[config.mk]
export PLATFORM = sky130hd
export DESIGN_NAME = ctrl_regs
export DESIGN_NICKNAME = d
export VERILOG_FILES = /design/src/design/mem_pkg.sv /design/src/design/video_pkg.sv /design/src/design/ctrl_regs.sv
export VERILOG_INCLUDE_DIRS = /design/src /design/src/design
export SDC_FILE = /design/constraint.sdc
export NUM_CORES = 1
export LEC_CHECK = 0
export ABC_CLOCK_PERIOD_IN_PS = 2500
export BUFFER_PORTS_ARGS = -buffer_cell sky130_fd_sc_hd__buf_2
export CAP_MARGIN = 20
export CORE_ASPECT_RATIO = 1.5
export CORE_MARGIN = 2
export CORE_UTILIZATION = 46
export DETAILED_ROUTE_END_ITERATION = 16
export HOLD_SLACK_MARGIN = 0.06
export PLACE_DENSITY = 0.77
export SYNTH_ARGS = -nofsm -noshare
export SYNTH_HDL_FRONTEND = slang
export SYNTH_SLANG_ARGS = --single-unit
export TNS_END_PERCENT = 100
[constraint.sdc]
create_clock -name clk_board -period 2.5 [get_ports clk_board]
set_input_delay 0.375 -clock clk_board [delete_from_list [all_inputs] [get_ports clk_board]]
set_output_delay 0.375 -clock clk_board [all_outputs]
set_load 0.02 [all_outputs]
[src/design/fb_macros.svh]
`ifndef FB_MACROS_SVH
`define FB_MACROS_SVH

// Frame memory geometry
`define FB_DEPTH_WORDS 256
`define FB_PIX_W       8
`define FB_WORD_W      32

// AXI4-Lite register map
`define FB_AXI_ADDR_W  4
`define FB_REG_CTRL    4'h0
`define FB_REG_LUMA    4'h4
`define FB_REG_STATUS  4'h8

`endif

[src/design/mem_pkg.sv]
`include "fb_macros.svh"

package mem_pkg;

  typedef logic [`FB_WORD_W-1:0] mem_word_t;
  typedef logic [$clog2(`FB_DEPTH_WORDS)-1:0] mem_addr_t;

  // Bytes per frame, one extra bit so a full memory fits
  typedef logic [$clog2(`FB_DEPTH_WORDS*`FB_WORD_W/`FB_PIX_W):0] frm_len_t;

  // Who owns the memory this cycle
  typedef enum logic [1:0] {
    NONE,
    WRITER,
    READER
  } grant_e;

endpackage

[src/design/video_pkg.sv]
`include "fb_macros.svh"

package video_pkg;

  // One camera or output byte
  typedef logic [`FB_PIX_W-1:0] pix_t;

  // Unsigned brightness offset
  typedef logic [`FB_PIX_W-1:0] luma_t;

  // Byte lane inside a memory word
  typedef logic [1:0] byte_sel_t;

  // Playback FSM
  typedef enum logic [1:0] {
    IDLE,
    FETCH,
    DRAIN
  } rd_state_e;

endpackage

[src/design/ctrl_regs.sv]
`timescale 1ns/100ps
`include "fb_macros.svh"

module ctrl_regs
  import video_pkg::*;
  import mem_pkg::*;
(
  input  logic                      clk_board,
  input  logic                      rst_n_i,
  input  logic [`FB_AXI_ADDR_W-1:0] awaddr_i,
  input  logic                      awvalid_i,
  output logic                      awready_o,
  input  logic [`FB_WORD_W-1:0]     wdata_i,
  input  logic [`FB_WORD_W/8-1:0]   wstrb_i,
  input  logic                      wvalid_i,
  output logic                      wready_o,
  output logic [1:0]                bresp_o,
  output logic                      bvalid_o,
  input  logic                      bready_i,
  input  logic [`FB_AXI_ADDR_W-1:0] araddr_i,
  input  logic                      arvalid_i,
  output logic                      arready_o,
  output logic [`FB_WORD_W-1:0]     rdata_o,
  output logic [1:0]                rresp_o,
  output logic                      rvalid_o,
  input  logic                      rready_i,
  input  logic                      frame_done_i,
  input  frm_len_t                  frame_len_i,
  input  logic                      play_busy_i,
  output logic                      cap_en_o,
  output logic                      play_start_o,
  output luma_t                     luma_o
);

  logic                  wr_acc;
  logic                  rd_acc;
  logic [15:0]           frm_cnt_q;
  logic [`FB_WORD_W-1:0] rd_mux;

  // Address and data taken together, one at a time
  assign wr_acc    = awvalid_i && wvalid_i && !bvalid_o;
  assign awready_o = wr_acc;
  assign wready_o  = wr_acc;
  assign bresp_o   = 2'b00;

  assign rd_acc    = arvalid_i && !rvalid_o;
  assign arready_o = rd_acc;
  assign rresp_o   = 2'b00;

  //========================================
  // Register map
  //========================================
  always_comb begin
    rd_mux = '0;
    case (araddr_i)
      `FB_REG_CTRL:   rd_mux[1:0] = {play_busy_i, cap_en_o};
      `FB_REG_LUMA:   rd_mux[`FB_PIX_W-1:0] = luma_o;
      `FB_REG_STATUS: rd_mux = {5'b0, frame_len_i, frm_cnt_q};
      default:        rd_mux = '0;
    endcase
  end

  always_ff @(posedge clk_board or negedge rst_n_i) begin
    if (!rst_n_i) begin
      cap_en_o     <= 1'b0;
      play_start_o <= 1'b0;
      luma_o       <= '0;
      frm_cnt_q    <= '0;
      bvalid_o     <= 1'b0;
      rvalid_o     <= 1'b0;
    end else begin
      play_start_o <= 1'b0;
      // Writable fields all sit in byte lane 0
      if (wr_acc && wstrb_i[0]) begin
        case (awaddr_i)
          `FB_REG_CTRL: begin
            cap_en_o     <= wdata_i[0];
            play_start_o <= wdata_i[1];
          end
          `FB_REG_LUMA: luma_o <= wdata_i[`FB_PIX_W-1:0];
          default: ;
        endcase
      end
      if (frame_done_i) begin
        frm_cnt_q <= frm_cnt_q + 1'b1;
      end
      if (wr_acc) begin
        bvalid_o <= 1'b1;
      end else if (bready_i) begin
        bvalid_o <= 1'b0;
      end
      if (rd_acc) begin
        rvalid_o <= 1'b1;
      end else if (rready_i) begin
        rvalid_o <= 1'b0;
      end
    end
  end

  always_ff @(posedge clk_board) begin
    if (rd_acc) begin
      rdata_o <= rd_mux;
    end
  end

endmodule

==> impl_metrics.tcl <==
set metrics [dict create \
    finalHoldViolations 0 \
    synth_flop_cell "dfrtp_1" \
    synth_top_area_share_pct 34.47 \
    grt_pass1_wl_um 6555 \
    rsz0062_at_grt "false" \
    cp-start-kind "flop" \
    whs_ps 69.95 \
    dr.pass1.iters 4 \
    numClockSinks 55 \
    outcome "finished, final reports clean" \
    wl_met1_um 1594 \
    post-cts-setup-buffer-count 0 \
    fp.coreArea_um2 4887 \
    async_flop_share_pct 50.91 \
    irDropWorstVdd_mv 0.3306 \
    cts_tree "built" \
    setup_viol 0 \
    slew_viol_final 0 \
    gr-total-overflow 0 \
    synth_edf_count 27 \
    yosys-top-cells-count "28 x dfrtp_1, 27 x edfxtp_1, 21 x and2_1, 11 x xnor2_1, 10 x buf_4" \
    synthCells 165 \
    rows 31 \
    synth_seq_cells 55 \
    dieArea_um2 5713 \
    start_util_pct 48.13 \
    fin_worst_skew_ps 5.575 \
    post-route-period-util_pct 64.62 \
    reg2reg_depth 5 \
    die_w_um 62.39 \
    fillers 415 \
    drt_iter0_drc 59 \
    power_mw 1.946 \
    ys_warn_count 0 \
    highest_layer "met4" \
    drive_above_1_share_pct 41.77 \
    crit_path_end_kind "output port" \
    area_growth_pct 22.39 \
    port_buffers 78 \
    fmax_ghz 0.6190 \
    antenna_found_initial 0 \
    seq_area_frac_synth_pct 64.26 \
    vias_per_cell 4.581 \
    gp_congestion 0.8202 \
    p_per_area_nw_per_um2 675.8 \
    drc 0 \
    cp.required_ps 2120 \
    wl_per_cell_um 12.34 \
    avgSynthCellArea_um2 14.26 \
    die_y_um 91.58 \
    dp_cells 307 \
    n_antenna_cell 0 \
    ant_nets 0 \
    path_clk_slew_ps 90 \
    hp-class "input pin to async pin" \
    fin_cells 315 \
    yosysMostFrequentCell "dfrtp_1" \
    worstMarginPinSlew_ps 613.7 \
    h-tree-depth 2 \
    clk_latency_ps 300 \
    synth_area_leader_cell "edfxtp_1" \
    post_cts_resize_count 0 \
    ys_top_cells_by_area "edfxtp_1 34%, dfrtp_1 30%, and2_1 5.6%" \
    grt_pass1_vias 1414 \
    tns_ps 0 \
    crit_type "flop to output port" \
    p_leak_nw 1.373 \
    routed-wl-met2_um 1969 \
    multi_input_comb_area_um2 779.5 \
    cts_root_buf "clkbuf_8" \
    clk_path_buf_depth 2 \
    io_pins 115 \
    ys_types 31 \
    dp_hpwl_um 3016 \
    cp_max_fo 4 \
    hold_buffers 0 \
    grt_max_degree 29 \
    min_period_ps 1615 \
    cp.arrival_ps 1240 \
    relSlewSlack_pct 59.08 \
    wl_met3_um 210 \
    syn_area_um2 2352 \
    cts_made_buffers 5 \
    register_area_um2 1511 \
    final_nets 313 \
    track_usage_pct 14.94 \
    wirelength_um 3888 \
    max_cap_violations 0 \
    vias 1443 \
]
through the flow:
step           setup WS (ps)  util [%]  instance area [µm²]
4_1_cts                882.0     58.91                 2879
2_1_floorplan          97.70         -                 2382
5_1_grt                816.8     58.91                 2879
3_3_place_gp           757.8     57.09                 2790
3_5_place_dp           755.7     57.09                 2790
6_report               884.6     58.91                 2879
power breakdown:
group	internal (mW)	total, mW	switching [mW]
clock	0.195	0.465	0.270
sequential	1.06	1.15	0.0912
combinational	0.147	0.334	0.187
total	1.40	1.95	0.548
layout by cell type (no fill, tap or decap), drive strengths merged, types with 2 or more instances in the layout:
cell type / count
nor2b: 2
xnor2: 11
conb: 9
xor2: 4
inv: 3
nor2: 5
clkbuf: 5
nor3: 5
dfrtp: 28
a21oi: 3
and2: 21
a22o: 6
mux2: 10
nand2: 5
buf: 80
edfxtp: 27
nand4: 4
and3: 2
clkinvlp: 2
nand3: 7
mux2i: 2
per-layer routing:
layer	vias up	GRT usage, %
met5	-	0
met4	0	8.519
met3	8	3.841
met2	54	25.27
met1	656	17.07
li1	725	-
cells by family after synthesis:
group           synth area share [%]
simple gates                   15.48
flops                          64.26
xor+xnor                       5.585
buf+inv                        3.989
mux                            6.915
compound gates                 3.085
fa+ha+maj                     0.5318
other cells                   0.1594
sequential cells by signal (all words and copies together) (netlist names):
signal        cells
play_start_o      1
frm_cnt_q        16
cap_en_o          1
rvalid_o          1
rdata_o          27
bvalid_o          1
luma_o            8
path summary, 6_finish.rpt:
check	from	to	slack [ps]
max	bvalid_o	awready_o	880
min	rst_n_i	rvalid_o	70
max reg2reg	frm_cnt_q[0]	frm_cnt_q[14]	1010
min reg2reg	frm_cnt_q[15]	frm_cnt_q[15]	480
max in group asynchronous	rst_n_i	luma_o[2]	2020
min in group clk_board	rready_i	rvalid_o	230
area by class of cell:
cell class,count,area share (%)
clock buffers,5,2.390
repair buffers,80,14.08
multi-input cells,103,27.08
well taps,66,2.868
inverters,3,0.3911
flip-flops and latches,55,52.50
clock inverters,3,0.6954
critical path, stage by stage, from the launching register on:
cell,delay (ps)
dfrtp_1,400
nand3b_2,270
inv_1,100
buf_2,170
Note: power is estimated with default switching activity, not from simulation.
