### config.mk
export PLATFORM = sky130hd
export DESIGN_NAME = frame_writer_flat
export DESIGN_NICKNAME = d
export VERILOG_FILES = /design/src/design/mem_pkg.sv /design/src/design/video_pkg.sv /design/src/design/mem_port_if.sv /design/src/design/frame_writer.sv /design/src/flat_wrapper.sv
export VERILOG_INCLUDE_DIRS = /design/src /design/src/design
export SDC_FILE = /design/constraint.sdc
export NUM_CORES = 1
export LEC_CHECK = 0
export ABC_AREA = 1
export BUFFER_PORTS_ARGS = -buffer_cell sky130_fd_sc_hd__buf_2
export CAP_MARGIN = 20
export CORE_UTILIZATION = 32
export DETAILED_ROUTE_END_ITERATION = 8
export HOLD_SLACK_MARGIN = 0.06
export PLACE_DENSITY = 0.54
export SLEW_MARGIN = 20
export SYNTH_ARGS = -nofsm -noshare
export SYNTH_HDL_FRONTEND = slang
export SYNTH_SLANG_ARGS = --single-unit
export TNS_END_PERCENT = 100
### constraint.sdc
create_clock -name clk_board -period 3 [get_ports clk_board]
set_clock_uncertainty 0.15 [all_clocks]
set_input_delay 0.15 -clock clk_board [delete_from_list [all_inputs] [get_ports clk_board]]
set_output_delay 0.15 -clock clk_board [all_outputs]
set_load 0.005 [all_outputs]
### src/design/fb_macros.svh
`ifndef FB_MACROS_SVH
`define FB_MACROS_SVH

// Frame memory geometry
`define FB_DEPTH_WORDS 256
`define FB_PIX_W       8
`define FB_WORD_W      32

// AXI4-Lite register map
`define FB_AXI_ADDR_W  4
`define FB_REG_CTRL    4'h0
`define FB_REG_LUMA    4'h4
`define FB_REG_STATUS  4'h8

`endif

### src/design/mem_pkg.sv
`include "fb_macros.svh"

package mem_pkg;

  typedef logic [`FB_WORD_W-1:0] mem_word_t;
  typedef logic [$clog2(`FB_DEPTH_WORDS)-1:0] mem_addr_t;

  // Bytes per frame, one extra bit so a full memory fits
  typedef logic [$clog2(`FB_DEPTH_WORDS*`FB_WORD_W/`FB_PIX_W):0] frm_len_t;

  // Who owns the memory this cycle
  typedef enum logic [1:0] {
    NONE,
    WRITER,
    READER
  } grant_e;

endpackage

### src/design/video_pkg.sv
`include "fb_macros.svh"

package video_pkg;

  // One camera or output byte
  typedef logic [`FB_PIX_W-1:0] pix_t;

  // Unsigned brightness offset
  typedef logic [`FB_PIX_W-1:0] luma_t;

  // Byte lane inside a memory word
  typedef logic [1:0] byte_sel_t;

  // Playback FSM
  typedef enum logic [1:0] {
    IDLE,
    FETCH,
    DRAIN
  } rd_state_e;

endpackage

### src/design/mem_port_if.sv
`timescale 1ns/100ps

interface mem_port_if
  import mem_pkg::*;
();

  // Request side
  logic      req;
  logic      we;
  mem_addr_t addr;
  mem_word_t wdata;

  // Response side, rvalid one cycle after req and gnt
  logic      gnt;
  logic      rvalid;
  mem_word_t rdata;

  modport requester (output req, we, addr, wdata, input gnt, rvalid, rdata);

  modport arbiter (input req, we, addr, wdata, output gnt, rvalid, rdata);

endinterface

### src/design/frame_writer.sv
`timescale 1ns/100ps
`include "fb_macros.svh"

module frame_writer
  import video_pkg::*;
  import mem_pkg::*;
(
  input  logic           clk_board,
  input  logic           rst_n_i,
  input  logic           cam_vld_i,
  input  pix_t           cam_data_i,
  input  logic           cam_sof_i,
  input  logic           cam_eof_i,
  input  logic           cap_en_i,
  mem_port_if.requester  mem,
  output frm_len_t       frame_len_o,
  output logic           frame_done_o
);

  logic      active_q;
  logic      take;
  logic      req_q;
  byte_sel_t lane_q;
  byte_sel_t cur_lane;
  mem_word_t word_q;
  mem_addr_t addr_q;
  frm_len_t  cnt_q;
  frm_len_t  cnt_nxt;

  // A frame is kept only if capture was enabled at its sof
  assign take     = cam_vld_i && (cam_sof_i ? cap_en_i : active_q);
  assign cur_lane = cam_sof_i ? byte_sel_t'(0) : lane_q;
  assign cnt_nxt  = cam_sof_i ? frm_len_t'(1) : cnt_q + 1'b1;

  assign mem.req   = req_q;
  assign mem.we    = 1'b1;
  assign mem.addr  = addr_q;
  assign mem.wdata = word_q;

  always_ff @(posedge clk_board or negedge rst_n_i) begin
    if (!rst_n_i) begin
      active_q     <= 1'b0;
      req_q        <= 1'b0;
      lane_q       <= '0;
      addr_q       <= '0;
      cnt_q        <= '0;
      frame_len_o  <= '0;
      frame_done_o <= 1'b0;
    end else begin
      frame_done_o <= 1'b0;
      if (req_q && mem.gnt) begin
        req_q  <= 1'b0;
        addr_q <= addr_q + 1'b1;
      end
      if (cam_vld_i && cam_sof_i) begin
        active_q <= cap_en_i;
      end
      if (take) begin
        cnt_q  <= cnt_nxt;
        lane_q <= cur_lane + 1'b1;
        // New frame restarts at word zero
        if (cam_sof_i) begin
          addr_q <= '0;
        end
        if ((cur_lane == 2'd3) || cam_eof_i) begin
          req_q <= 1'b1;
        end
        if (cam_eof_i) begin
          active_q     <= 1'b0;
          lane_q       <= '0;
          frame_len_o  <= cnt_nxt;
          frame_done_o <= 1'b1;
        end
      end
    end
  end

  // Little-endian packing, lane 0 clears the rest so a short word is zero padded
  always_ff @(posedge clk_board) begin
    if (take) begin
      if (cur_lane == 2'd0) begin
        word_q <= mem_word_t'(cam_data_i);
      end else begin
        word_q[cur_lane*`FB_PIX_W +: `FB_PIX_W] <= cam_data_i;
      end
    end
  end

endmodule

### src/flat_wrapper.sv
// flat-port wrapper written by rule: the top's interface ports become plain ports
module frame_writer_flat import video_pkg::*; import mem_pkg::*;
  (clk_board, rst_n_i, cam_vld_i, cam_data_i, cam_sof_i, cam_eof_i, cap_en_i, frame_len_o, frame_done_o, mem_req, mem_we, mem_addr, mem_wdata, mem_gnt, mem_rvalid, mem_rdata);
  mem_port_if mem_i ();
  input  logic clk_board;
  input  logic rst_n_i;
  input  logic cam_vld_i;
  input  pix_t cam_data_i;
  input  logic cam_sof_i;
  input  logic cam_eof_i;
  input  logic cap_en_i;
  output frm_len_t frame_len_o;
  output logic frame_done_o;
  output wire logic [$bits(mem_i.req)-1:0] mem_req;
  output wire logic [$bits(mem_i.we)-1:0] mem_we;
  output wire logic [$bits(mem_i.addr)-1:0] mem_addr;
  output wire logic [$bits(mem_i.wdata)-1:0] mem_wdata;
  input wire logic [$bits(mem_i.gnt)-1:0] mem_gnt;
  input wire logic [$bits(mem_i.rvalid)-1:0] mem_rvalid;
  input wire logic [$bits(mem_i.rdata)-1:0] mem_rdata;
  assign mem_req = mem_i.req;
  assign mem_we = mem_i.we;
  assign mem_addr = mem_i.addr;
  assign mem_wdata = mem_i.wdata;
  assign mem_i.gnt = mem_gnt;
  assign mem_i.rvalid = mem_rvalid;
  assign mem_i.rdata = mem_rdata;
  frame_writer u_core (.clk_board(clk_board), .rst_n_i(rst_n_i), .cam_vld_i(cam_vld_i), .cam_data_i(cam_data_i), .cam_sof_i(cam_sof_i), .cam_eof_i(cam_eof_i), .cap_en_i(cap_en_i), .mem(mem_i), .frame_len_o(frame_len_o), .frame_done_o(frame_done_o));
endmodule
==> results of run 1 <==
==> cell families after synthesis <==
| logic type | count (synthesis) | share of synthesized area, % |
|---|---|---|
| xor+xnor | 2 | 0.536 |
| buf+inv | 60 | 7.59 |
| flops | 67 | 56.2 |
| fa+ha+maj | 8 | 3.07 |
| compound gates | 60 | 10.3 |
| simple gates | 169 | 22.1 |
| other cells | 1 | 0.115 |
==> how the worst max path moves through the flow <==
stage	cells past startpoint	slack, ns	startpoint	to
finish	10	0.49	cam_sof_i	u_core.mem.req$_DFF_PN0_
CTS	10	0.47	cam_sof_i	u_core.mem.req$_DFF_PN0_
global route	10	0.36	cam_sof_i	u_core.mem.req$_DFF_PN0_
detailed placement	8	0.85	cam_sof_i	u_core.mem.wdata[2]$_DFFE_PP_
floorplan	9	1.03	u_core.lane_q[0]$_DFFE_PN0N_	u_core.mem.wdata[10]$_SDFFCE_PP0N_
global placement	8	0.89	cam_sof_i	u_core.mem.wdata[2]$_DFFE_PP_
==> what timing repair did <==
item | 4_1_cts | 5_1_grt
endpoints found under the hold margin | 51 | 0
gates resized for setup | 0 | 0
hold buffers | 16 | 0
==> layout by cell type (no fill, tap or decap), drive strengths merged, types with 3 or more instances in the layout <==
cell / count
dlygate4sd3: 16
inv: 48
nand3: 23
nor2: 31
a22oi: 3
clkbuf: 9
ha: 8
a21oi: 23
clkinv: 5
buf: 73
nand2: 104
edfxtp: 32
nand4: 9
dfrtp: 35
o21ai: 27
a32o: 5
==> cell type report <==
cell class / instances / share of cell area [%]
clock inverter: 7 / 1.68
inverter: 49 / 4.60
multi-input combinational: 240 / 28.8
clock buffer: 9 / 3.02
sequential: 67 / 44.7
timing repair buffer: 89 / 13.2
tap: 133 / 4.05
==> power by group through the flow <==
stage	sequential (mW)	combinational [mW]	clock, mW
3_5_place_dp	1.14	0.360	0
3_3_place_gp	1.13	0.350	0
2_1_floorplan	1.13	0.219	0
6_report	1.12	0.372	0.738
4_1_cts	1.12	0.378	0.768
5_1_grt	1.13	0.430	0.802
==> registers in the layout, summed over array words and instances (netlist names) <==
register             count
u_core.lane_q            2
u_core.frame_len_o      11
u_core.frame_done_o      1
u_core.mem.wdata        32
u_core.mem.req           1
u_core.active_q          1
u_core.cnt_q            11
u_core.mem.addr          8
==> critical path, stage by stage <==
cell	delay, ns
dlygate4sd3_1	0.53
buf_2	0.19
inv_1	0.07
buf_4	0.19
nand3_1	0.14
nand2_4	0.09
buf_4	0.41
o21ai_0	0.21
o21ai_0	0.11
dlygate4sd3_1	0.55
==> layer usage <==
layer / track usage (%) / wire length (um) / vias up
li1: - / - / 1380
met4: 5.74 / 129 / 0
met2: 25.4 / 3470 / 80
met1: 19.7 / 3560 / 1260
met5: 0 / 0 / -
met3: 4.41 / 443 / 13
==> results_dict.tcl, run 1 <==
set metrics [dict create \
    vias 2733 \
    worst_hold_path.endpoint "u_core.mem.addr[6]$_DFF_PN0_" \
    dp_hpwl_mm 5.22 \
    finalCriticalPeriod_ns 2.51 \
    dp.cells 562 \
    insertion_delay_ns 0.35 \
    switching_share_pct 28.9 \
    antenna_left 0 \
    ys_seq_area_share_pct 56.2 \
    viasPerCell 4.60 \
    antenna_found_initial 0 \
    first_iter_violations 149 \
    timing.fmax_mhz 399 \
    stdcell_count 594 \
    grt_max_degree 36 \
    timing.rr.start "u_core.lane_q[1]$_DFFE_PN0N_" \
    dieArea_sq_um 10600 \
    cts_setup_buffers 0 \
    diodes 0 \
    place.gp.congestion 0.787 \
    wl_mm 7.61 \
    cts_tree "built" \
    portBuffers 67 \
    critPathLaunchType "input port" \
    drv_cap 0 \
    synth-edff-count 32 \
    min-delay-start "cap_en_i" \
    ys_types 30 \
    initial_core_util_pct 33.3 \
    grt_pass1_vias 2623 \
    ir_worst_vdd_mv 0.363 \
    ys.flop_type "dfrtp_1" \
    htreeDepth 3 \
    crit_required_ns 3.13 \
    yosysTopAreaCellShare_pct 29.4 \
    area_growth_pct 25.7 \
    grt_usage_pct 15.6 \
    fp.dieH_um 103 \
    multi_input_area_sq_um 1180 \
    synth.area.top_cells "edfxtp_1 (29%), dfrtp_1 (27%), nand2_1 (12%)" \
    synthCells 367 \
    syn_avg_cell_area_sq_um 8.90 \
    hold_viol 0 \
    ios 102 \
    worstSetupPathType "input port to flip-flop" \
    slew_headroom_pct 46.0 \
    setup_tns_ns 0 \
    clk_pin_slew_worst_paths_ns 0.07 \
    drv_slew 0 \
    timing.rr.end "u_core.mem.wdata[8]$_SDFFCE_PP0N_" \
    max_slew.worst_pin.slew_ns 0.810 \
    root_buffer "clkbuf_8" \
    synth-seq-cells 67 \
    hp-class "input port to flip-flop" \
    status "finished clean" \
    design_area_sq_um 4110 \
    core_sq_um 9820 \
    row_count 36 \
    syn_nets 423 \
    fin_util_pct 41.8 \
    synth_common_cells "nand2_1 (102), inv_1 (46), dfrtp_1 (35)" \
    ys_warn_count 0 \
    ff_latch_area_sq_um 1840 \
    rsz0062_at_grt "no" \
    min_path_cells 4 \
    cts_buffers 9 \
    setup_violations 0 \
    synth.cell_area_sq_um 3270 \
    synth_top_area_cell "edfxtp_1" \
    p_per_area_nw_per_um2 542 \
    nets 512 \
    fillers 1014 \
    drc_errors 0 \
    place_ws_ns 0.846 \
    reg2regPathDepth 10 \
    cts_buffer_depth 2 \
    crit_path_end_kind "flip-flop" \
    p_leak_nw 2.00 \
    p_sw_mw 0.642 \
    synth.most_common_cell "nand2_1" \
    die_x_um 103 \
    clkPwrFrac_pct 33.1 \
    holdWs_ns 0.111 \
    crit_fanout 35 \
    cp.arrival_ns 2.64 \
    seq_power_share_pct 50.2 \
    regToRegSetupSlack_ns 0.94 \
    clock-sinks 67 \
    p_int_mw 1.58 \
    grt_pass1_wl_mm 12.4 \
    async_reset_ff_share_pct 52.2 \
    post_route_cells_drive_above_1_share_pct 20.6 \
    fin_ws_ns 0.493 \
    postPlaceCellArea_sq_um 3750 \
    drtPass1Iterations 4 \
    grt_remaining_overflow 0 \
    pwr-share-comb_pct 16.7 \
    post-route-period-util_pct 83.6 \
    wl_per_cell_um 12.8 \
    power.total_mw 2.23 \
]
Note: power is estimated with default switching activity, not from simulation.
==> run 2: changes to the inputs <==
--- a/config.mk
+++ b/config.mk
@@ -6,7 +6,7 @@
 export SDC_FILE = /design/constraint.sdc
 export NUM_CORES = 1
 export LEC_CHECK = 0
-export ABC_AREA = 1
+export ABC_AREA = 0
 export BUFFER_PORTS_ARGS = -buffer_cell sky130_fd_sc_hd__buf_2
 export CAP_MARGIN = 20
 export CORE_UTILIZATION = 32
==> constraint.sdc (replaced) <==
create_clock -name clk_board -period 2.5 [get_ports clk_board]
set_clock_uncertainty 0.15 [all_clocks]
set_input_delay 0.125 -clock clk_board [delete_from_list [all_inputs] [get_ports clk_board]]
set_output_delay 0.125 -clock clk_board [all_outputs]
set_load 0.005 [all_outputs]
==> run 2 against run 1 <==
Compared with the run above: worst setup slack got worse by 0.34 ns; highest routed layer unchanged; die area did not move; combinational power rose by 50%; via count fell by 10%; sequential share of layout area rose by 0.25 points; worst hold slack got worse by 0.029 ns; flip-flop and latch count did not move; critical path depth fell by 2.
==> results_dict.tcl, run 2 <==
set metrics [dict create \
    syn_nets 353 \
    viasPerCell 4.75 \
    ys.flop_type "dfrtp_1" \
    critPathLaunchType "input port" \
    root_buffer "clkbuf_8" \
    place.gp.congestion 0.746 \
    worstSetupPathType "input port to flip-flop" \
    cts_buffers 9 \
    timing.rr.start "u_core.active_q$_DFF_PN0_" \
    wl_met1_mm 3.34 \
    reg2regPathDepth 6 \
    wl_met2_mm 3.52 \
    antenna_left 0 \
    clk_pin_slew_worst_paths_ns 0.07 \
    grt_usage_pct 14.5 \
    cp.depth 8 \
    slew_headroom_pct 47.4 \
    dp_hpwl_mm 5.00 \
    finalCriticalPeriod_ns 2.35 \
    cp.arrival_ns 2.42 \
    p_per_area_nw_per_um2 733 \
    synthCells 297 \
    initial_core_util_pct 33.3 \
    drc_errors 0 \
    diodes 0 \
    rsz0062_at_grt "no" \
    layout_common_cells "buf_2 (67), dfrtp_1 (35), edfxtp_1 (32), nor2_1 (29), a21oi_1 (26)" \
    hp-class "input port to flip-flop" \
    ys_seq_area_share_pct 56.2 \
    synth_common_cells "dfrtp_1 (35), edfxtp_1 (32), nor2_1 (29)" \
    drv_cap 0 \
    grt_pass1_vias 2262 \
    ios 102 \
    max_slew.worst_pin.slew_ns 0.790 \
    power.total_mw 2.99 \
    setup_tns_ns 0 \
    clock-sinks 67 \
    crit_required_ns 2.58 \
    timing.rr.end "u_core.mem.req$_DFF_PN0_" \
    grt_remaining_overflow 0 \
    area_growth_pct 25.1 \
    crit_fanout 13 \
    cts_buffer_depth 2 \
    synth.cell_area_sq_um 3270 \
    min_path_cells 3 \
    largest_register_ffs 32 \
    regToRegSetupSlack_ns 0.43 \
    drv_slew 0 \
    core_sq_um 9820 \
    synth.most_common_cell "dfrtp_1" \
    ys_types 44 \
    timing.fmax_mhz 426 \
    synth-edff-count 32 \
    slowest_stage "dlygate4sd3_1" \
    crit_family "buffers and inverters" \
    vias 2460 \
    timing.critical_path.from "cam_sof_i" \
    setup_violations 0 \
    async_reset_ff_share_pct 52.2 \
    post-route-period-util_pct 93.8 \
    portBuffers 67 \
    die_x_um 103 \
    synth.area.top_cells "edfxtp_1 (29%), dfrtp_1 (27%), nor2b_1 (4.4%)" \
    cts_tree "built" \
    mostFrequentLayoutCell "buf_2" \
    post_route_cells_drive_above_1_share_pct 25.7 \
    met3_length_um 297 \
    ir_worst_vdd_mv 0.377 \
    status "finished clean" \
    cp.buffers_inverters 4 \
    p_leak_nw 1.78 \
    fin_util_pct 41.6 \
    ys_warn_count 0 \
    insertion_delay_ns 0.35 \
    crit_path_end_kind "flip-flop" \
    antenna_found_initial 0 \
    wl_per_cell_um 14.0 \
    nets 436 \
    hold_viol 0 \
    syn_avg_cell_area_sq_um 11.0 \
    grt_pass1_wl_mm 11.5 \
    fp.dieH_um 103 \
    yosysTopAreaCellShare_pct 29.4 \
    cts_setup_buffers 0 \
    drtPass1Iterations 4 \
    dieArea_sq_um 10600 \
    grt_max_degree 36 \
    routed.top_layer "met4" \
    synth-seq-cells 67 \
    htreeDepth 3 \
    synth_top_area_cell "edfxtp_1" \
    row_count 36 \
    wl_mm 7.26 \
    max_stage_delay_ns 0.56 \
    first_iter_violations 88 \
    crit_end "u_core.mem.req$_DFF_PN0_" \
    crit_chain "dlygate4sd3_1 -> buf_2 -> mux2i_2 -> nand2b_4 -> inv_1 -> o21ai_0 -> o21ai_0 -> dlygate4sd3_1" \
]
run 2: changes by cell type in the layout (fill, tap and decap cells not counted), sizes merged, moves of 6 or more:
cell | previous run | this run
nand2 | 104 | 22
inv | 48 | 11
nor2b | 0 | 24
nand3 | 23 | 8
o21ai | 27 | 14
a22o | 0 | 10
and2 | 0 | 9
xnor2 | 1 | 8
nor4 | 0 | 6
run 2: final cells by class:
| type | count | area, sq um |
|---|---|---|
| Clock buffer | 9 | 124 |
| Clock inverter | 7 | 92.6 |
| Sequential cell | 67 | 1840 |
| Timing Repair Buffer | 88 | 528 |
| Multi-Input combinational cell | 203 | 1290 |
| Tap cell | 133 | 166 |
| Inverter | 11 | 41.3 |
| Fill cell | 996 | 5740 |
run 2: report_power, final:
part | internal [mW] | switching [mW]
logic | 0.263 | 0.294
clock network | 0.558 | 0.436
registers | 1.31 | 0.130
total | 2.13 | 0.860
run 2: how the worst min path moves through the flow:
| stage | start | end | slack, ns |
|---|---|---|---|
| 2_1_floorplan | rst_n_i | u_core.active_q$_DFF_PN0_ | -0.32 |
| 3_3_place_gp | rst_n_i | u_core.frame_done_o$_DFF_PN0_ | 0.11 |
| 3_5_place_dp | rst_n_i | u_core.frame_done_o$_DFF_PN0_ | 0.11 |
| 4_1_cts | cam_vld_i | u_core.frame_done_o$_DFF_PN0_ | 0.06 |
| 5_1_grt | cam_vld_i | u_core.frame_done_o$_DFF_PN0_ | 0.08 |
| 6_report | cam_vld_i | u_core.frame_done_o$_DFF_PN0_ | 0.08 |
run 2: repair_timing:
action	in CTS	in global routing
hold buffers	14	0
resized for setup	0	0
hold endpoints to repair	77	0
run 2: per-stage QoR:
step	instance area (sq um)	std cells	worst slack [ns]	hold WS [ns]
floorplan	3270	297	0.476	-0.321
global placement	3730	488	0.479	0.112
detailed placement	3730	488	0.440	0.113
CTS	4080	518	0.206	0.0642
global route	4080	518	0.0118	0.0829
finish	4080	518	0.154	0.0821
run 2: metal layers:
metal  up-vias  GRT usage (%)
met5         -              0
met4         0           6.83
met3        10           3.59
met2        45           23.5
met1      1193           18.2
li1       1212              -
run 2: cells by family after synthesis:
logic type                 Yosys count  synth area share, %
and+or+nand+nor                    116                 20.0
DFF                                 67                 56.2
AOI/OAI and AO/OA                   61                 11.6
buffers and inverters               27                 4.10
xor gates and xnor gates            13                 3.49
adders and majority gates            8                 3.07
muxes                                4                 1.42
other                                1                0.115
run 2: worst min-delay path, cell delays in order:
cell and delay [ns]:
buf_2 0.14, nand3b_4 0.20, inv_2 0.06
