File: src/design/fb_macros.svh
`ifndef FB_MACROS_SVH
`define FB_MACROS_SVH

// Frame memory geometry
`define FB_DEPTH_WORDS 256
`define FB_PIX_W       8
`define FB_WORD_W      32

// AXI4-Lite register map
`define FB_AXI_ADDR_W  4
`define FB_REG_CTRL    4'h0
`define FB_REG_LUMA    4'h4
`define FB_REG_STATUS  4'h8

`endif

File: src/design/mem_pkg.sv
`include "fb_macros.svh"

package mem_pkg;

  typedef logic [`FB_WORD_W-1:0] mem_word_t;
  typedef logic [$clog2(`FB_DEPTH_WORDS)-1:0] mem_addr_t;

  // Bytes per frame, one extra bit so a full memory fits
  typedef logic [$clog2(`FB_DEPTH_WORDS*`FB_WORD_W/`FB_PIX_W):0] frm_len_t;

  // Who owns the memory this cycle
  typedef enum logic [1:0] {
    NONE,
    WRITER,
    READER
  } grant_e;

endpackage

File: src/design/video_pkg.sv
`include "fb_macros.svh"

package video_pkg;

  // One camera or output byte
  typedef logic [`FB_PIX_W-1:0] pix_t;

  // Unsigned brightness offset
  typedef logic [`FB_PIX_W-1:0] luma_t;

  // Byte lane inside a memory word
  typedef logic [1:0] byte_sel_t;

  // Playback FSM
  typedef enum logic [1:0] {
    IDLE,
    FETCH,
    DRAIN
  } rd_state_e;

endpackage

File: src/design/mem_port_if.sv
`timescale 1ns/100ps

interface mem_port_if
  import mem_pkg::*;
();

  // Request side
  logic      req;
  logic      we;
  mem_addr_t addr;
  mem_word_t wdata;

  // Response side, rvalid one cycle after req and gnt
  logic      gnt;
  logic      rvalid;
  mem_word_t rdata;

  modport requester (output req, we, addr, wdata, input gnt, rvalid, rdata);

  modport arbiter (input req, we, addr, wdata, output gnt, rvalid, rdata);

endinterface

File: src/design/frame_reader.sv
`timescale 1ns/100ps
`include "fb_macros.svh"

module frame_reader
  import video_pkg::*;
  import mem_pkg::*;
(
  input  logic           clk_board,
  input  logic           rst_n_i,
  input  logic           play_start_i,
  input  frm_len_t       frame_len_i,
  input  luma_t          luma_i,
  mem_port_if.requester  mem,
  output logic           out_vld_o,
  input  logic           out_rdy_i,
  output pix_t           out_data_o,
  output logic           out_sof_o,
  output logic           out_eof_o,
  output logic           play_busy_o
);

  rd_state_e          state_q;
  mem_addr_t          addr_q;
  frm_len_t           fetch_left_q;
  frm_len_t           out_left_q;
  luma_t              luma_q;
  mem_word_t          nxt_q;
  logic               nxt_vld_q;
  mem_word_t          ubuf_q;
  logic               uvld_q;
  byte_sel_t          ulane_q;
  logic               first_q;
  logic               xfer;
  logic               last_byte;
  logic               word_done;
  logic               load;
  pix_t               pix;
  logic [`FB_PIX_W:0] sum;

  //========================================
  // Fetch side
  //========================================
  // No new read while one is outstanding or the next word waits
  assign mem.req   = (state_q == FETCH) && !nxt_vld_q && !mem.rvalid;
  assign mem.we    = 1'b0;
  assign mem.addr  = addr_q;
  assign mem.wdata = '0;

  assign xfer      = uvld_q && out_rdy_i;
  assign last_byte = (out_left_q == frm_len_t'(1));
  assign word_done = xfer && ((ulane_q == 2'd3) || last_byte);
  assign load      = nxt_vld_q && (!uvld_q || word_done);

  //========================================
  // Output side
  //========================================
  assign pix         = ubuf_q[ulane_q*`FB_PIX_W +: `FB_PIX_W];
  assign sum         = {1'b0, pix} + {1'b0, luma_q};
  // Clip at full scale
  assign out_data_o  = sum[`FB_PIX_W] ? '1 : sum[`FB_PIX_W-1:0];
  assign out_vld_o   = uvld_q;
  assign out_sof_o   = uvld_q && first_q;
  assign out_eof_o   = uvld_q && last_byte;
  assign play_busy_o = (state_q != IDLE);

  always_ff @(posedge clk_board or negedge rst_n_i) begin
    if (!rst_n_i) begin
      state_q      <= IDLE;
      addr_q       <= '0;
      fetch_left_q <= '0;
      out_left_q   <= '0;
      nxt_vld_q    <= 1'b0;
      uvld_q       <= 1'b0;
      ulane_q      <= '0;
      first_q      <= 1'b0;
    end else begin
      case (state_q)
        IDLE: begin
          if (play_start_i && (frame_len_i != '0)) begin
            state_q      <= FETCH;
            addr_q       <= '0;
            fetch_left_q <= frame_len_i;
            out_left_q   <= frame_len_i;
            first_q      <= 1'b1;
          end
        end
        FETCH: begin
          if (mem.req && mem.gnt) begin
            addr_q <= addr_q + 1'b1;
            if (fetch_left_q <= frm_len_t'(4)) begin
              fetch_left_q <= '0;
              state_q      <= DRAIN;
            end else begin
              fetch_left_q <= fetch_left_q - frm_len_t'(4);
            end
          end
        end
        DRAIN: begin
          if (xfer && last_byte) begin
            state_q <= IDLE;
          end
        end
        default: state_q <= IDLE;
      endcase

      // Unpack register, low byte first
      if (xfer) begin
        out_left_q <= out_left_q - 1'b1;
        first_q    <= 1'b0;
        ulane_q    <= ulane_q + 1'b1;
      end
      if (word_done) begin
        uvld_q <= 1'b0;
      end
      if (load) begin
        uvld_q    <= 1'b1;
        ulane_q   <= '0;
        nxt_vld_q <= 1'b0;
      end
      if (mem.rvalid) begin
        nxt_vld_q <= 1'b1;
      end
    end
  end

  always_ff @(posedge clk_board) begin
    if (mem.rvalid) begin
      nxt_q <= mem.rdata;
    end
    if (load) begin
      ubuf_q <= nxt_q;
    end
    // Offset held for the whole frame
    if ((state_q == IDLE) && play_start_i) begin
      luma_q <= luma_i;
    end
  end

endmodule

File: src/flat_wrapper.sv
// flat-port wrapper written by rule: the top's interface ports become plain ports
module frame_reader_flat import video_pkg::*; import mem_pkg::*;
  (clk_board, rst_n_i, play_start_i, frame_len_i, luma_i, out_vld_o, out_rdy_i, out_data_o, out_sof_o, out_eof_o, play_busy_o, mem_req, mem_we, mem_addr, mem_wdata, mem_gnt, mem_rvalid, mem_rdata);
  mem_port_if mem_i ();
  input  logic clk_board;
  input  logic rst_n_i;
  input  logic play_start_i;
  input  frm_len_t frame_len_i;
  input  luma_t luma_i;
  output logic out_vld_o;
  input  logic out_rdy_i;
  output pix_t out_data_o;
  output logic out_sof_o;
  output logic out_eof_o;
  output logic play_busy_o;
  output wire logic [$bits(mem_i.req)-1:0] mem_req;
  output wire logic [$bits(mem_i.we)-1:0] mem_we;
  output wire logic [$bits(mem_i.addr)-1:0] mem_addr;
  output wire logic [$bits(mem_i.wdata)-1:0] mem_wdata;
  input wire logic [$bits(mem_i.gnt)-1:0] mem_gnt;
  input wire logic [$bits(mem_i.rvalid)-1:0] mem_rvalid;
  input wire logic [$bits(mem_i.rdata)-1:0] mem_rdata;
  assign mem_req = mem_i.req;
  assign mem_we = mem_i.we;
  assign mem_addr = mem_i.addr;
  assign mem_wdata = mem_i.wdata;
  assign mem_i.gnt = mem_gnt;
  assign mem_i.rvalid = mem_rvalid;
  assign mem_i.rdata = mem_rdata;
  frame_reader u_core (.clk_board(clk_board), .rst_n_i(rst_n_i), .play_start_i(play_start_i), .frame_len_i(frame_len_i), .luma_i(luma_i), .mem(mem_i), .out_vld_o(out_vld_o), .out_rdy_i(out_rdy_i), .out_data_o(out_data_o), .out_sof_o(out_sof_o), .out_eof_o(out_eof_o), .play_busy_o(play_busy_o));
endmodule
File: config.mk
export PLATFORM = sky130hd
export DESIGN_NAME = frame_reader_flat
export DESIGN_NICKNAME = d
export VERILOG_FILES = /design/src/design/mem_pkg.sv /design/src/design/video_pkg.sv /design/src/design/mem_port_if.sv /design/src/design/frame_reader.sv /design/src/flat_wrapper.sv
export VERILOG_INCLUDE_DIRS = /design/src /design/src/design
export SDC_FILE = /design/constraint.sdc
export NUM_CORES = 1
export LEC_CHECK = 0
export BUFFER_PORTS_ARGS = -buffer_cell sky130_fd_sc_hd__buf_2
export CAP_MARGIN = 0
export CORE_MARGIN = 2
export CORE_UTILIZATION = 45
export DETAILED_ROUTE_END_ITERATION = 8
export HOLD_SLACK_MARGIN = 0.02
export PLACE_DENSITY_LB_ADDON = 0.08
export SLEW_MARGIN = 20
export SYNTH_ARGS = -nofsm -noshare
export SYNTH_HDL_FRONTEND = slang
export SYNTH_SLANG_ARGS = --single-unit
File: constraint.sdc
create_clock -name clk_board -period 5.1 [get_ports clk_board]
set_clock_uncertainty 0.2 [all_clocks]
set_input_delay 0.255 -clock clk_board [delete_from_list [all_inputs] [get_ports clk_board]]
set_output_delay 0.255 -clock clk_board [all_outputs]
set_load 0.02 [all_outputs]
==> flow_metrics.env, run 1 <==
export IMPL_cts_root_buf="clkbuf_8"
export IMPL_startpoint_type="flop"
export IMPL_stdcell_area_um2=6170
export IMPL_routed_wl_mm=10.2
export IMPL_synth_top_family_by_area="compound AO/OA/AOI/OAI gates"
export IMPL_synthArstFlopShare_pct=33.9
export IMPL_p_leak_nw=2.46
export IMPL_vias=3326
export IMPL_grt_max_degree=38
export IMPL_grt_pass1_wl_mm=16.5
export IMPL_clock_fmax_ghz=0.245
export IMPL_cts_tree="done"
export IMPL_fin_nets=582
export IMPL_crit_fanout=11
export IMPL_dp_hpwl_mm=6.92
export IMPL_synth_compound_area_share_pct=12.4
export IMPL_dieArea_um2=12100
export IMPL_dr_pass1_iters=4
export IMPL_synth_adder_area_share_pct=3.87
export IMPL_synth_area_mux_share_pct=3.57
export IMPL_multi_input_area_um2=1750
export IMPL_placed_area_um2=5440
export IMPL_fin_setup_tns_ns=0
export IMPL_clk_latency_ns=0.37
export IMPL_synth_warnings=0
export IMPL_holdWs_ns=0.0355
export IMPL_area_growth_pct=22.2
export IMPL_instances_no_fill=655
export IMPL_rsz0062_at_grt="false"
export IMPL_globalRoute_totalOverflow=0
export IMPL_synth_edf_count=72
export IMPL_cts_setup_buffers=0
export IMPL_die_h_um=110
export IMPL_layout_setup_ws_ns=1.02
export IMPL_ctsHtreeMaxLevel=3
export IMPL_synth_simple_gate_area_share_pct=10.7
export IMPL_grt_total_usage_pct=18.2
export IMPL_num_io_pins=111
export IMPL_syn_area_um2=5050
export IMPL_final_layout_size_suffix_gt1_share_pct=23.3
export IMPL_worst_pin_slew_ns=1.03
export IMPL_routabilityCongestion=0.779
export IMPL_route_detailed_drc=0
export IMPL_final_cell_mix="77 x buf_2, 72 x edfxtp_1, 52 x dlygate4sd3_1"
export IMPL_cts_buffers=9
export IMPL_worst_setup_path_type="flop to output port"
export IMPL_cts_buffer_depth=2
export IMPL_cts_sinks=109
export IMPL_antenna_found_initial=0
export IMPL_ys_seq_area_share_pct=61.2
export IMPL_timing_hold_violations_final=0
export IMPL_final_setup_viol_count=0
export IMPL_layout_commonest_cell="buf_2"
export IMPL_critPathArrivalTime_ns=3.62
export IMPL_drtIter0Drc=177
export IMPL_status="finished, final reports clean"
export IMPL_ys_ff_latch=109
export IMPL_avgViaCountPerCell=5.08
export IMPL_wl_per_cell_um=15.6
export IMPL_regArea_um2=3090
export IMPL_placed_cells=587
export IMPL_synth_main_ff_cell="edfxtp_1"
export IMPL_core_area_um2=10900
export IMPL_num_rows=38
export IMPL_die_w_um=110
export IMPL_maxCapViolations=0
export IMPL_p_per_area_nw_per_um2=449
export IMPL_start_util_pct=46.4
export IMPL_num_fill_cells=928
export IMPL_maxSlewHeadroom_pct=31.4
export IMPL_end_kind="output port"
export IMPL_yosysUniqueCellTypes=58
export IMPL_netlist_instances=382
export IMPL_finalCritPeriodShare_pct=80.0
export IMPL_syn_avg_cell_area_um2=13.2
export IMPL_grt_pass1_vias=3311
export IMPL_hp_class="input port to flop"
export IMPL_port_buffers=77
export IMPL_synthXorXnorAreaFrac_pct=1.56
export IMPL_place_ws_ns=1.37
export IMPL_fin_crit_ns=4.08
export IMPL_path_clk_slew_ns=0.10
export IMPL_ir_drop_v=0.000287
export IMPL_antenna_cells=0
export IMPL_drv_slew=0
export IMPL_ant_nets=0
export IMPL_cp_required_ns=4.64
-- critical path, cell delays in order, from the launching register on --
cell      delay (ns)
dfrtp_1         0.75
mux4_2          0.59
ha_1            0.23
fa_1            0.43
a211oi_1        0.32
nor2_1          0.12
o22ai_1         0.44
o21ai_0         0.17
buf_2           0.19
-- state kept, by name, indices dropped and copies added, names as in the netlist --
signal	count
u_core.fetch_left_q	11
u_core.first_q	1
u_core.luma_q	8
u_core.mem.addr	8
u_core.nxt_q	32
u_core.nxt_vld_q	1
u_core.out_left_q	11
u_core.out_vld_o	1
u_core.state_q	2
u_core.ubuf_q	32
u_core.ulane_q	2
-- routing by layer --
layer	global-route usage, %	up-vias	share of wire [%]
met4	7.32	0	1.5
li1	-	1622	-
met1	26.2	1589	48
met5	0	-	0
met3	3.08	15	4.5
met2	27.3	100	46
-- repair_timing --
action / CTS / global route
hold buffers: 52 / 0
hold endpoints to repair: 97 / 0
resized for setup: 0 / 0
-- cell usage after synthesis, types with 3 or more instances --
| master | instances | share of area, % |
|---|---|---|
| edfxtp_1 | 72 | 43 |
| dfrtp_1 | 37 | 18 |
| buf_4 | 33 | 4.9 |
| nand2_1 | 33 | 2.5 |
| o21ai_0 | 27 | 2.7 |
| nor2_1 | 16 | 1.2 |
| ha_1 | 14 | 3.5 |
| a21oi_1 | 10 | 0.99 |
| inv_1 | 10 | 0.74 |
| nand3_1 | 9 | 0.89 |
| mux4_2 | 8 | 3.6 |
| nor3_1 | 8 | 0.79 |
| xor2_1 | 7 | 1.2 |
| and2_1 | 6 | 0.74 |
| clkbuf_1 | 6 | 0.45 |
| o211ai_1 | 6 | 0.89 |
| o311ai_2 | 6 | 1.9 |
| a211oi_1 | 5 | 0.74 |
| nor4_1 | 5 | 0.62 |
| or2_2 | 5 | 0.62 |
| nor3b_1 | 4 | 0.59 |
| a22o_1 | 3 | 0.52 |
| a22oi_1 | 3 | 0.45 |
| nand2b_1 | 3 | 0.37 |
| o21a_1 | 3 | 0.45 |
| o21bai_1 | 3 | 0.45 |
| or4_1 | 3 | 0.45 |
-- per-stage QoR --
step           utilization, %  power [W]
2_1_floorplan               -    0.00196
3_3_place_gp             50.0    0.00219
3_5_place_dp             50.0    0.00221
4_1_cts                  56.6    0.00279
5_1_grt                  56.6    0.00297
6_report                 56.6    0.00277
-- power by group --
part           leakage [nW]  internal, W  total (W)  switching (W)
sequential             1.12      0.00112    0.00126       0.000143
combinational          1.23     0.000416   0.000957       0.000541
clock                 0.108     0.000239   0.000551       0.000312
total                  2.46      0.00177    0.00277       0.000996
-- cell type report --
| cell class | count | share of cell area (%) |
|---|---|---|
| clock buffer | 9 | 2.01 |
| clock inverter | 7 | 1.36 |
| inverter | 10 | 0.609 |
| multi-input combinational | 251 | 28.4 |
| sequential | 109 | 50.1 |
| tap | 140 | 2.84 |
| timing repair buffer | 129 | 14.7 |
-- path summary, 6_finish.rpt --
path / startpoint / to / slack, ns / cells after the start
hold reg to reg: u_core.nxt_q[19]$_DFFE_PP_ / u_core.ubuf_q[19]$_DFFE_PP_ / 0.23 / 0
setup / recovery: u_core.ulane_q[0]$_DFFE_PN0P_ / out_data_o[3] / 1.02 / 8
min in group asynchronous: rst_n_i / u_core.mem.addr[2]$_DFFE_PN0P_ / 0.33 / 2
setup reg to reg: u_core.out_left_q[2]$_DFFE_PN0P_ / u_core.ubuf_q[16]$_DFFE_PP_ / 2.03 / 4
max in group asynchronous: rst_n_i / u_core.out_left_q[10]$_DFFE_PN0P_ / 3.84 / 2
hold / removal: out_rdy_i / u_core.out_left_q[1]$_DFFE_PN0P_ / 0.04 / 2
-- logic make-up after synthesis --
kind of cell	count (synthesis)
flops	109
simple gates	104
compound gates	82
buf+inv	54
fa+ha+maj	15
xor+xnor	9
mux	8
other cells	1
Power figures use the tool's default switching activity.
==> run 2: changes to the inputs <==
--- a/config.mk
+++ b/config.mk
@@ -6,6 +6,7 @@
 export SDC_FILE = /design/constraint.sdc
 export NUM_CORES = 1
 export LEC_CHECK = 0
+export ABC_AREA = 1
 export BUFFER_PORTS_ARGS = -buffer_cell sky130_fd_sc_hd__buf_2
 export CAP_MARGIN = 0
 export CORE_MARGIN = 2
==> constraint.sdc (replaced) <==
create_clock -name clk_board -period 4.2 [get_ports clk_board]
set_clock_uncertainty 0.2 [all_clocks]
set_input_delay 0.21 -clock clk_board [delete_from_list [all_inputs] [get_ports clk_board]]
set_output_delay 0.21 -clock clk_board [all_outputs]
set_load 0.02 [all_outputs]
==> run 2 against run 1 <==
Against the previous run: via count increased by 21%; highest routed layer unchanged; sequential share of layout area decreased by 3.3 points; sequential power increased by 22%.
==> flow_metrics.env, run 2 <==
export IMPL_critPathArrivalTime_ns=3.36
export IMPL_reg2reg_from="u_core.out_vld_o$_DFFE_PN0P_"
export IMPL_synth_main_ff_cell="edfxtp_1"
export IMPL_status="finished, final reports clean"
export IMPL_startpoint_type="flop"
export IMPL_final_layout_size_suffix_gt1_share_pct=17.2
export IMPL_cts_buffers=9
export IMPL_rsz0062_at_grt="false"
export IMPL_globalRoute_totalOverflow=0
export IMPL_hp_class="input port to flop"
export IMPL_synth_top_area_share_pct=40.0
export IMPL_final_cell_mix="137 x nand2_1, 77 x buf_2, 72 x edfxtp_1"
export IMPL_whs_endpoint="u_core.out_vld_o$_DFFE_PN0P_"
export IMPL_layout_commonest_cell="nand2_1"
export IMPL_syn_avg_cell_area_um2=9.78
export IMPL_ys_seq_area_share_pct=57.1
export IMPL_p_per_area_nw_per_um2=617
export IMPL_timing_hold_violations_final=0
export IMPL_grt_pass1_vias=3686
export IMPL_p_comb_share_pct=42.1
export IMPL_synth_edf_count=72
export IMPL_yosysUniqueCellTypes=41
export IMPL_grt_total_usage_pct=19.0
export IMPL_cts_buffer_depth=2
export IMPL_cp_required_ns=3.79
export IMPL_worst_setup_path_type="flop to output port"
export IMPL_rr_worst_depth=6
export IMPL_routed_wl_mm=11.8
export IMPL_path_clk_slew_ns=0.07
export IMPL_area_growth_pct=22.0
export IMPL_antenna_found_initial=0
export IMPL_antenna_cells=0
export IMPL_ys_ff_latch=109
export IMPL_cts_tree="done"
export IMPL_cts_root_buf="clkbuf_16"
export IMPL_dieArea_um2=12900
export IMPL_drtIter0Drc=286
export IMPL_p_leak_nw=3.04
export IMPL_synth_warnings=0
export IMPL_ir_drop_v=0.000351
export IMPL_swShare_pct=41.6
export IMPL_synth_area_leaders="edfxtp_1 40%, dfrtp_1 17%, nand2_1 9.5%"
export IMPL_synth_top_cell_by_area="edfxtp_1"
export IMPL_netlist_top_cells_count="137 x nand2_1, 72 x edfxtp_1, 51 x nor2_1, 43 x inv_1, 41 x nand3_1"
export IMPL_crit_fanout=19
export IMPL_ctsHtreeMaxLevel=3
export IMPL_cts_sinks=109
export IMPL_vias=4018
export IMPL_worst_pin_slew_ns=0.865
export IMPL_reg2reg_to="u_core.ulane_q[0]$_DFFE_PN0P_"
export IMPL_intPower_w=0.00238
export IMPL_synthArstFlopShare_pct=33.9
export IMPL_power_frac_seq_pct=37.8
export IMPL_fin_crit_ns=3.77
export IMPL_p_clk_share_pct=20.2
export IMPL_finalCritPeriodShare_pct=89.8
export IMPL_clock_fmax_ghz=0.265
export IMPL_wl_per_cell_um=14.1
export IMPL_holdWs_ns=0.0447
export IMPL_num_rows=40
export IMPL_yosys_cell_count_top_type="nand2_1"
export IMPL_die_h_um=114
export IMPL_end_kind="output port"
export IMPL_clk_latency_ns=0.35
export IMPL_die_w_um=114
export IMPL_core_area_um2=11900
export IMPL_grt_pass1_wl_mm=18.7
export IMPL_r2r_slack_ns=1.80
export IMPL_power_switching_w=0.00169
export IMPL_routabilityCongestion=0.817
export IMPL_fin_setup_tns_ns=0
export IMPL_dp_hpwl_mm=8.07
export IMPL_ant_nets=0
export IMPL_num_io_pins=111
export IMPL_start_util_pct=45.6
export IMPL_fin_nets=754
export IMPL_final_setup_viol_count=0
export IMPL_grt_max_degree=38
export IMPL_maxCapViolations=0
export IMPL_netlist_instances=553
export IMPL_hp_start="out_rdy_i"
export IMPL_port_buffers=77
export IMPL_route_detailed_drc=0
export IMPL_maxSlewHeadroom_pct=42.3
export IMPL_dr_pass1_iters=5
export IMPL_top_regs="u_core.nxt_q (32), u_core.ubuf_q (32)"
export IMPL_min_path_cells=4
export IMPL_avgViaCountPerCell=4.82
export IMPL_syn_area_um2=5410
export IMPL_drv_slew=0
## run 2: stage by stage
stage          std cells  worst slack [ns]  cell area (um^2)  util (%)  total power, W
2_1_floorplan        585              1.25              5530         -         0.00282
3_5_place_dp         767             0.803              5800      48.9         0.00323
3_3_place_gp         767             0.931              5800      48.9         0.00319
4_1_cts              834             0.416              6600      55.6         0.00410
5_1_grt              834            0.0733              6600      55.6         0.00440
6_report             834             0.430              6600      55.6         0.00407
## run 2: cell families (layout without fill, tap and decap cells)
logic type / Yosys count / after routing / synth area share [%]
DFF: 109 / 109 / 57.1
other: 1 / 33 / 0.0693
AOI/OAI and AO/OA: 68 / 68 / 7.49
buffers and inverters: 89 / 191 / 8.86
xor gates and xnor gates: 11 / 11 / 1.78
adders and majority gates: 15 / 15 / 3.61
and+or+nand+nor: 260 / 260 / 21.1
## run 2: metal layers
metal  global-route usage (%)  vias up  wire [um]
met3                     4.30       19        553
met2                     29.3      125       5430
met5                        0        -          0
met1                     26.8     1829       5540
li1                         -     2045          -
met4                     6.91        0        251
## run 2: worst max path at each step
stage / slack, ns / startpoint / to / cells past startpoint
floorplan: 1.25 / u_core.ulane_q[0]$_DFFE_PN0P_ / out_data_o[2] / 11
CTS: 0.42 / u_core.ulane_q[0]$_DFFE_PN0P_ / out_data_o[2] / 10
global placement: 0.93 / u_core.ulane_q[0]$_DFFE_PN0P_ / out_data_o[5] / 10
global route: 0.07 / u_core.ulane_q[0]$_DFFE_PN0P_ / out_data_o[2] / 10
finish: 0.43 / u_core.ulane_q[0]$_DFFE_PN0P_ / out_data_o[2] / 10
detailed placement: 0.80 / u_core.ulane_q[0]$_DFFE_PN0P_ / out_data_o[2] / 10
## run 2: repair_timing
action                                  4_1_cts  5_1_grt
hold buffers                                 51        0
endpoints found under the setup margin        0        0
resized for setup                             0        0
buffers inserted                              0        0
hold endpoints to repair                     92        0
## run 2: cell type report
cell class	instances	area, um^2
timing repair buffer	130	911
multi-input combinational	387	1960
fill	1037	5260
clock inverter	6	56.3
sequential	109	3090
inverter	45	169
tap	147	184
clock buffer	10	229
## run 2: critical path, cell delays in order (launching register included)
cell and delay (ns):
dfrtp_1 0.62, inv_1 0.31, o21ai_0 0.23, o22ai_1 0.10, ha_1 0.22, fa_1 0.45, nand4_1 0.13, nand3_1 0.12
a21oi_1 0.46, o21ai_0 0.18, buf_2 0.20
## run 2: power groups by stage
stage	sequential [W]	clock (W)	combinational (W)
floorplan	0.00149	0	0.00133
global placement	0.00155	0	0.00164
detailed placement	0.00155	0	0.00168
CTS	0.00153	0.000851	0.00172
global route	0.00156	0.000898	0.00194
finish	0.00154	0.000821	0.00171
==> run 3: changes to the inputs <==
--- a/config.mk
+++ b/config.mk
@@ -9,11 +9,13 @@
 export ABC_AREA = 1
 export BUFFER_PORTS_ARGS = -buffer_cell sky130_fd_sc_hd__buf_2
 export CAP_MARGIN = 0
-export CORE_MARGIN = 2
+export CORE_MARGIN = 3
 export CORE_UTILIZATION = 45
+export CTS_CLUSTER_SIZE = 14
 export DETAILED_ROUTE_END_ITERATION = 8
 export HOLD_SLACK_MARGIN = 0.02
 export PLACE_DENSITY_LB_ADDON = 0.08
+export REMOVE_ABC_BUFFERS = 1
 export SLEW_MARGIN = 20
 export SYNTH_ARGS = -nofsm -noshare
 export SYNTH_HDL_FRONTEND = slang
==> run 3 against run 2 <==
Against the previous run: register-to-register slack better by 0.03 ns; combinational power barely moved; count of clock-buffer cells in the layout down 1; largest cell class unchanged; highest routed layer unchanged.
==> flow_metrics.env, run 3 (synthesis results as in run 2) <==
export IMPL_finalCritPeriodShare_pct=91.0
export IMPL_hp_start="frame_len_i[2]"
export IMPL_grt_total_usage_pct=18.9
export IMPL_area_growth_pct=22.4
export IMPL_wl_per_cell_um=14.6
export IMPL_worst_pin_slew_ns=0.887
export IMPL_timing_hold_violations_final=0
export IMPL_critPathArrivalTime_ns=3.41
export IMPL_reg2reg_from="u_core.out_vld_o$_DFFE_PN0P_"
export IMPL_fin_setup_tns_ns=0
export IMPL_max_stage_delay_ns=0.65
export IMPL_path_clk_slew_ns=0.07
export IMPL_cts_hold_buf=53
export IMPL_drv_slew=0
export IMPL_antenna_found_initial=0
export IMPL_cpMaxStageDelayCell="dfrtp_1"
export IMPL_core_area_um2=11600
export IMPL_clk_latency_ns=0.36
export IMPL_cts_tree="done"
export IMPL_grt_max_degree=38
export IMPL_die_w_um=116
export IMPL_antenna_cells=0
export IMPL_top_regs="u_core.nxt_q (32), u_core.ubuf_q (32)"
export IMPL_cts_sinks=109
export IMPL_ctsHtreeMaxLevel=3
export IMPL_whs_endpoint="u_core.fetch_left_q[2]$_DFFE_PN0P_"
export IMPL_stdcell_area_um2=6620
export IMPL_cts_setup_buffers=0
export IMPL_final_layout_size_suffix_gt1_share_pct=17.3
export IMPL_routabilityCongestion=0.821
export IMPL_startpoint_type="flop"
export IMPL_grt_pass1_wl_mm=19.3
export IMPL_worst_setup_path_type="flop to output port"
export IMPL_rr_worst_depth=6
export IMPL_globalRoute_totalOverflow=0
export IMPL_dr_pass1_iters=5
export IMPL_reg2reg_to="u_core.ulane_q[0]$_DFFE_PN0P_"
export IMPL_routed_wl_mm=12.2
export IMPL_avgViaCountPerCell=4.83
export IMPL_ant_nets=0
export IMPL_p_per_area_nw_per_um2=617
export IMPL_drtIter0Drc=366
export IMPL_layout_commonest_cell="nand2_1"
export IMPL_dieArea_um2=13400
export IMPL_maxSlewHeadroom_pct=40.9
export IMPL_port_buffers=77
export IMPL_fin_nets=755
export IMPL_p_leak_nw=3.04
export IMPL_clock_fmax_ghz=0.262
export IMPL_vias=4014
export IMPL_cts_buffer_depth=2
export IMPL_maxCapViolations=0
export IMPL_r2r_slack_ns=1.83
export IMPL_ir_drop_v=0.000302
export IMPL_final_setup_viol_count=0
export IMPL_path_buf_inv=2
export IMPL_cts_resized_gates=0
export IMPL_cts_root_buf="clkbuf_16"
export IMPL_num_rows=39
export IMPL_rsz0062_at_grt="false"
export IMPL_crit_fanout=19
export IMPL_layout_setup_ws_ns=0.378
export IMPL_hp_class="input port to flop"
export IMPL_num_fill_cells=1021
export IMPL_min_path_cells=5
export IMPL_cp_cell_sequence="inv_1 > o21ai_0 > o22ai_1 > ha_1 > fa_1 > nand4_1 > nand3_1 > a21oi_1 > o21ai_0 > buf_2"
export IMPL_die_h_um=116
export IMPL_cts_buffers=9
export IMPL_multi_input_area_um2=1960
export IMPL_end_kind="output port"
export IMPL_crit_top_cell="o21ai_0"
export IMPL_status="finished, final reports clean"
export IMPL_place_ws_ns=0.762
export IMPL_fin_crit_ns=3.82
export IMPL_num_io_pins=111
export IMPL_regArea_um2=3090
export IMPL_route_detailed_drc=0
export IMPL_grt_pass1_vias=3758
export IMPL_placed_area_um2=5790
export IMPL_final_cell_mix="137 x nand2_1, 77 x buf_2, 72 x edfxtp_1"
export IMPL_cp_required_ns=3.79
export IMPL_critPathTopFamily="compound AO/OA/AOI/OAI gates"
export IMPL_dp_hpwl_mm=8.23
export IMPL_start_util_pct=46.8
==> run 3: cell types whose count changed in the layout (fill, tap and decap cells not counted), sizes merged <==
cell         delta
buf             -1
clkbuf          -1
clkinv          +1
dlygate4sd3     +2
==> run 3: worst max-delay path by stage <==
stage,from,slack [ns],cells after the start,endpoint
2_1_floorplan,u_core.ulane_q[0]$_DFFE_PN0P_,1.21,9,out_data_o[2]
3_3_place_gp,u_core.ulane_q[0]$_DFFE_PN0P_,0.95,10,out_data_o[2]
6_report,u_core.ulane_q[0]$_DFFE_PN0P_,0.38,10,out_data_o[2]
3_5_place_dp,u_core.ulane_q[0]$_DFFE_PN0P_,0.76,10,out_data_o[2]
5_1_grt,u_core.ulane_q[0]$_DFFE_PN0P_,0.04,10,out_data_o[5]
4_1_cts,u_core.ulane_q[0]$_DFFE_PN0P_,0.36,10,out_data_o[2]
==> run 3: worst register-to-register path: stages, from the launching register on <==
cell	delay (ns)
dfrtp_1	0.44
nand2_1	0.56
inv_1	0.45
a21oi_1	0.38
inv_1	0.10
nand3_1	0.09
nand2_1	0.06
==> run 3: through the flow <==
step	hold WS (ns)	power, W	cells	util (%)
floorplan	-0.286	0.00275	541	-
global placement	0.186	0.00319	762	50.1
detailed placement	0.188	0.00323	762	50.1
CTS	0.117	0.00412	831	57.2
global route	0.174	0.00443	831	57.2
finish	0.122	0.00408	831	57.2
==> run 3: cell type report <==
cell class | instances | area share [%]
inverters | 45 | 2.55
well taps | 143 | 2.70
multi-input cells | 387 | 29.6
repair buffers | 131 | 14.0
clock buffers | 9 | 3.40
clock inverters | 7 | 1.10
flip-flops and latches | 109 | 46.7
==> run 3: metal layers <==
layer / GRT usage, % / part of all wire (%)
met3: 4.13 / 4.8
met5: 0 / 0
met2: 28.7 / 46
met4: 5.34 / 0.82
met1: 27.6 / 48
==> run 3: report_power, final <==
group / internal, W / switching, W
sequential: 0.00137 / 0.000170
clock: 0.000423 / 0.000419
combinational: 0.000590 / 0.00111
total: 0.00238 / 0.00170
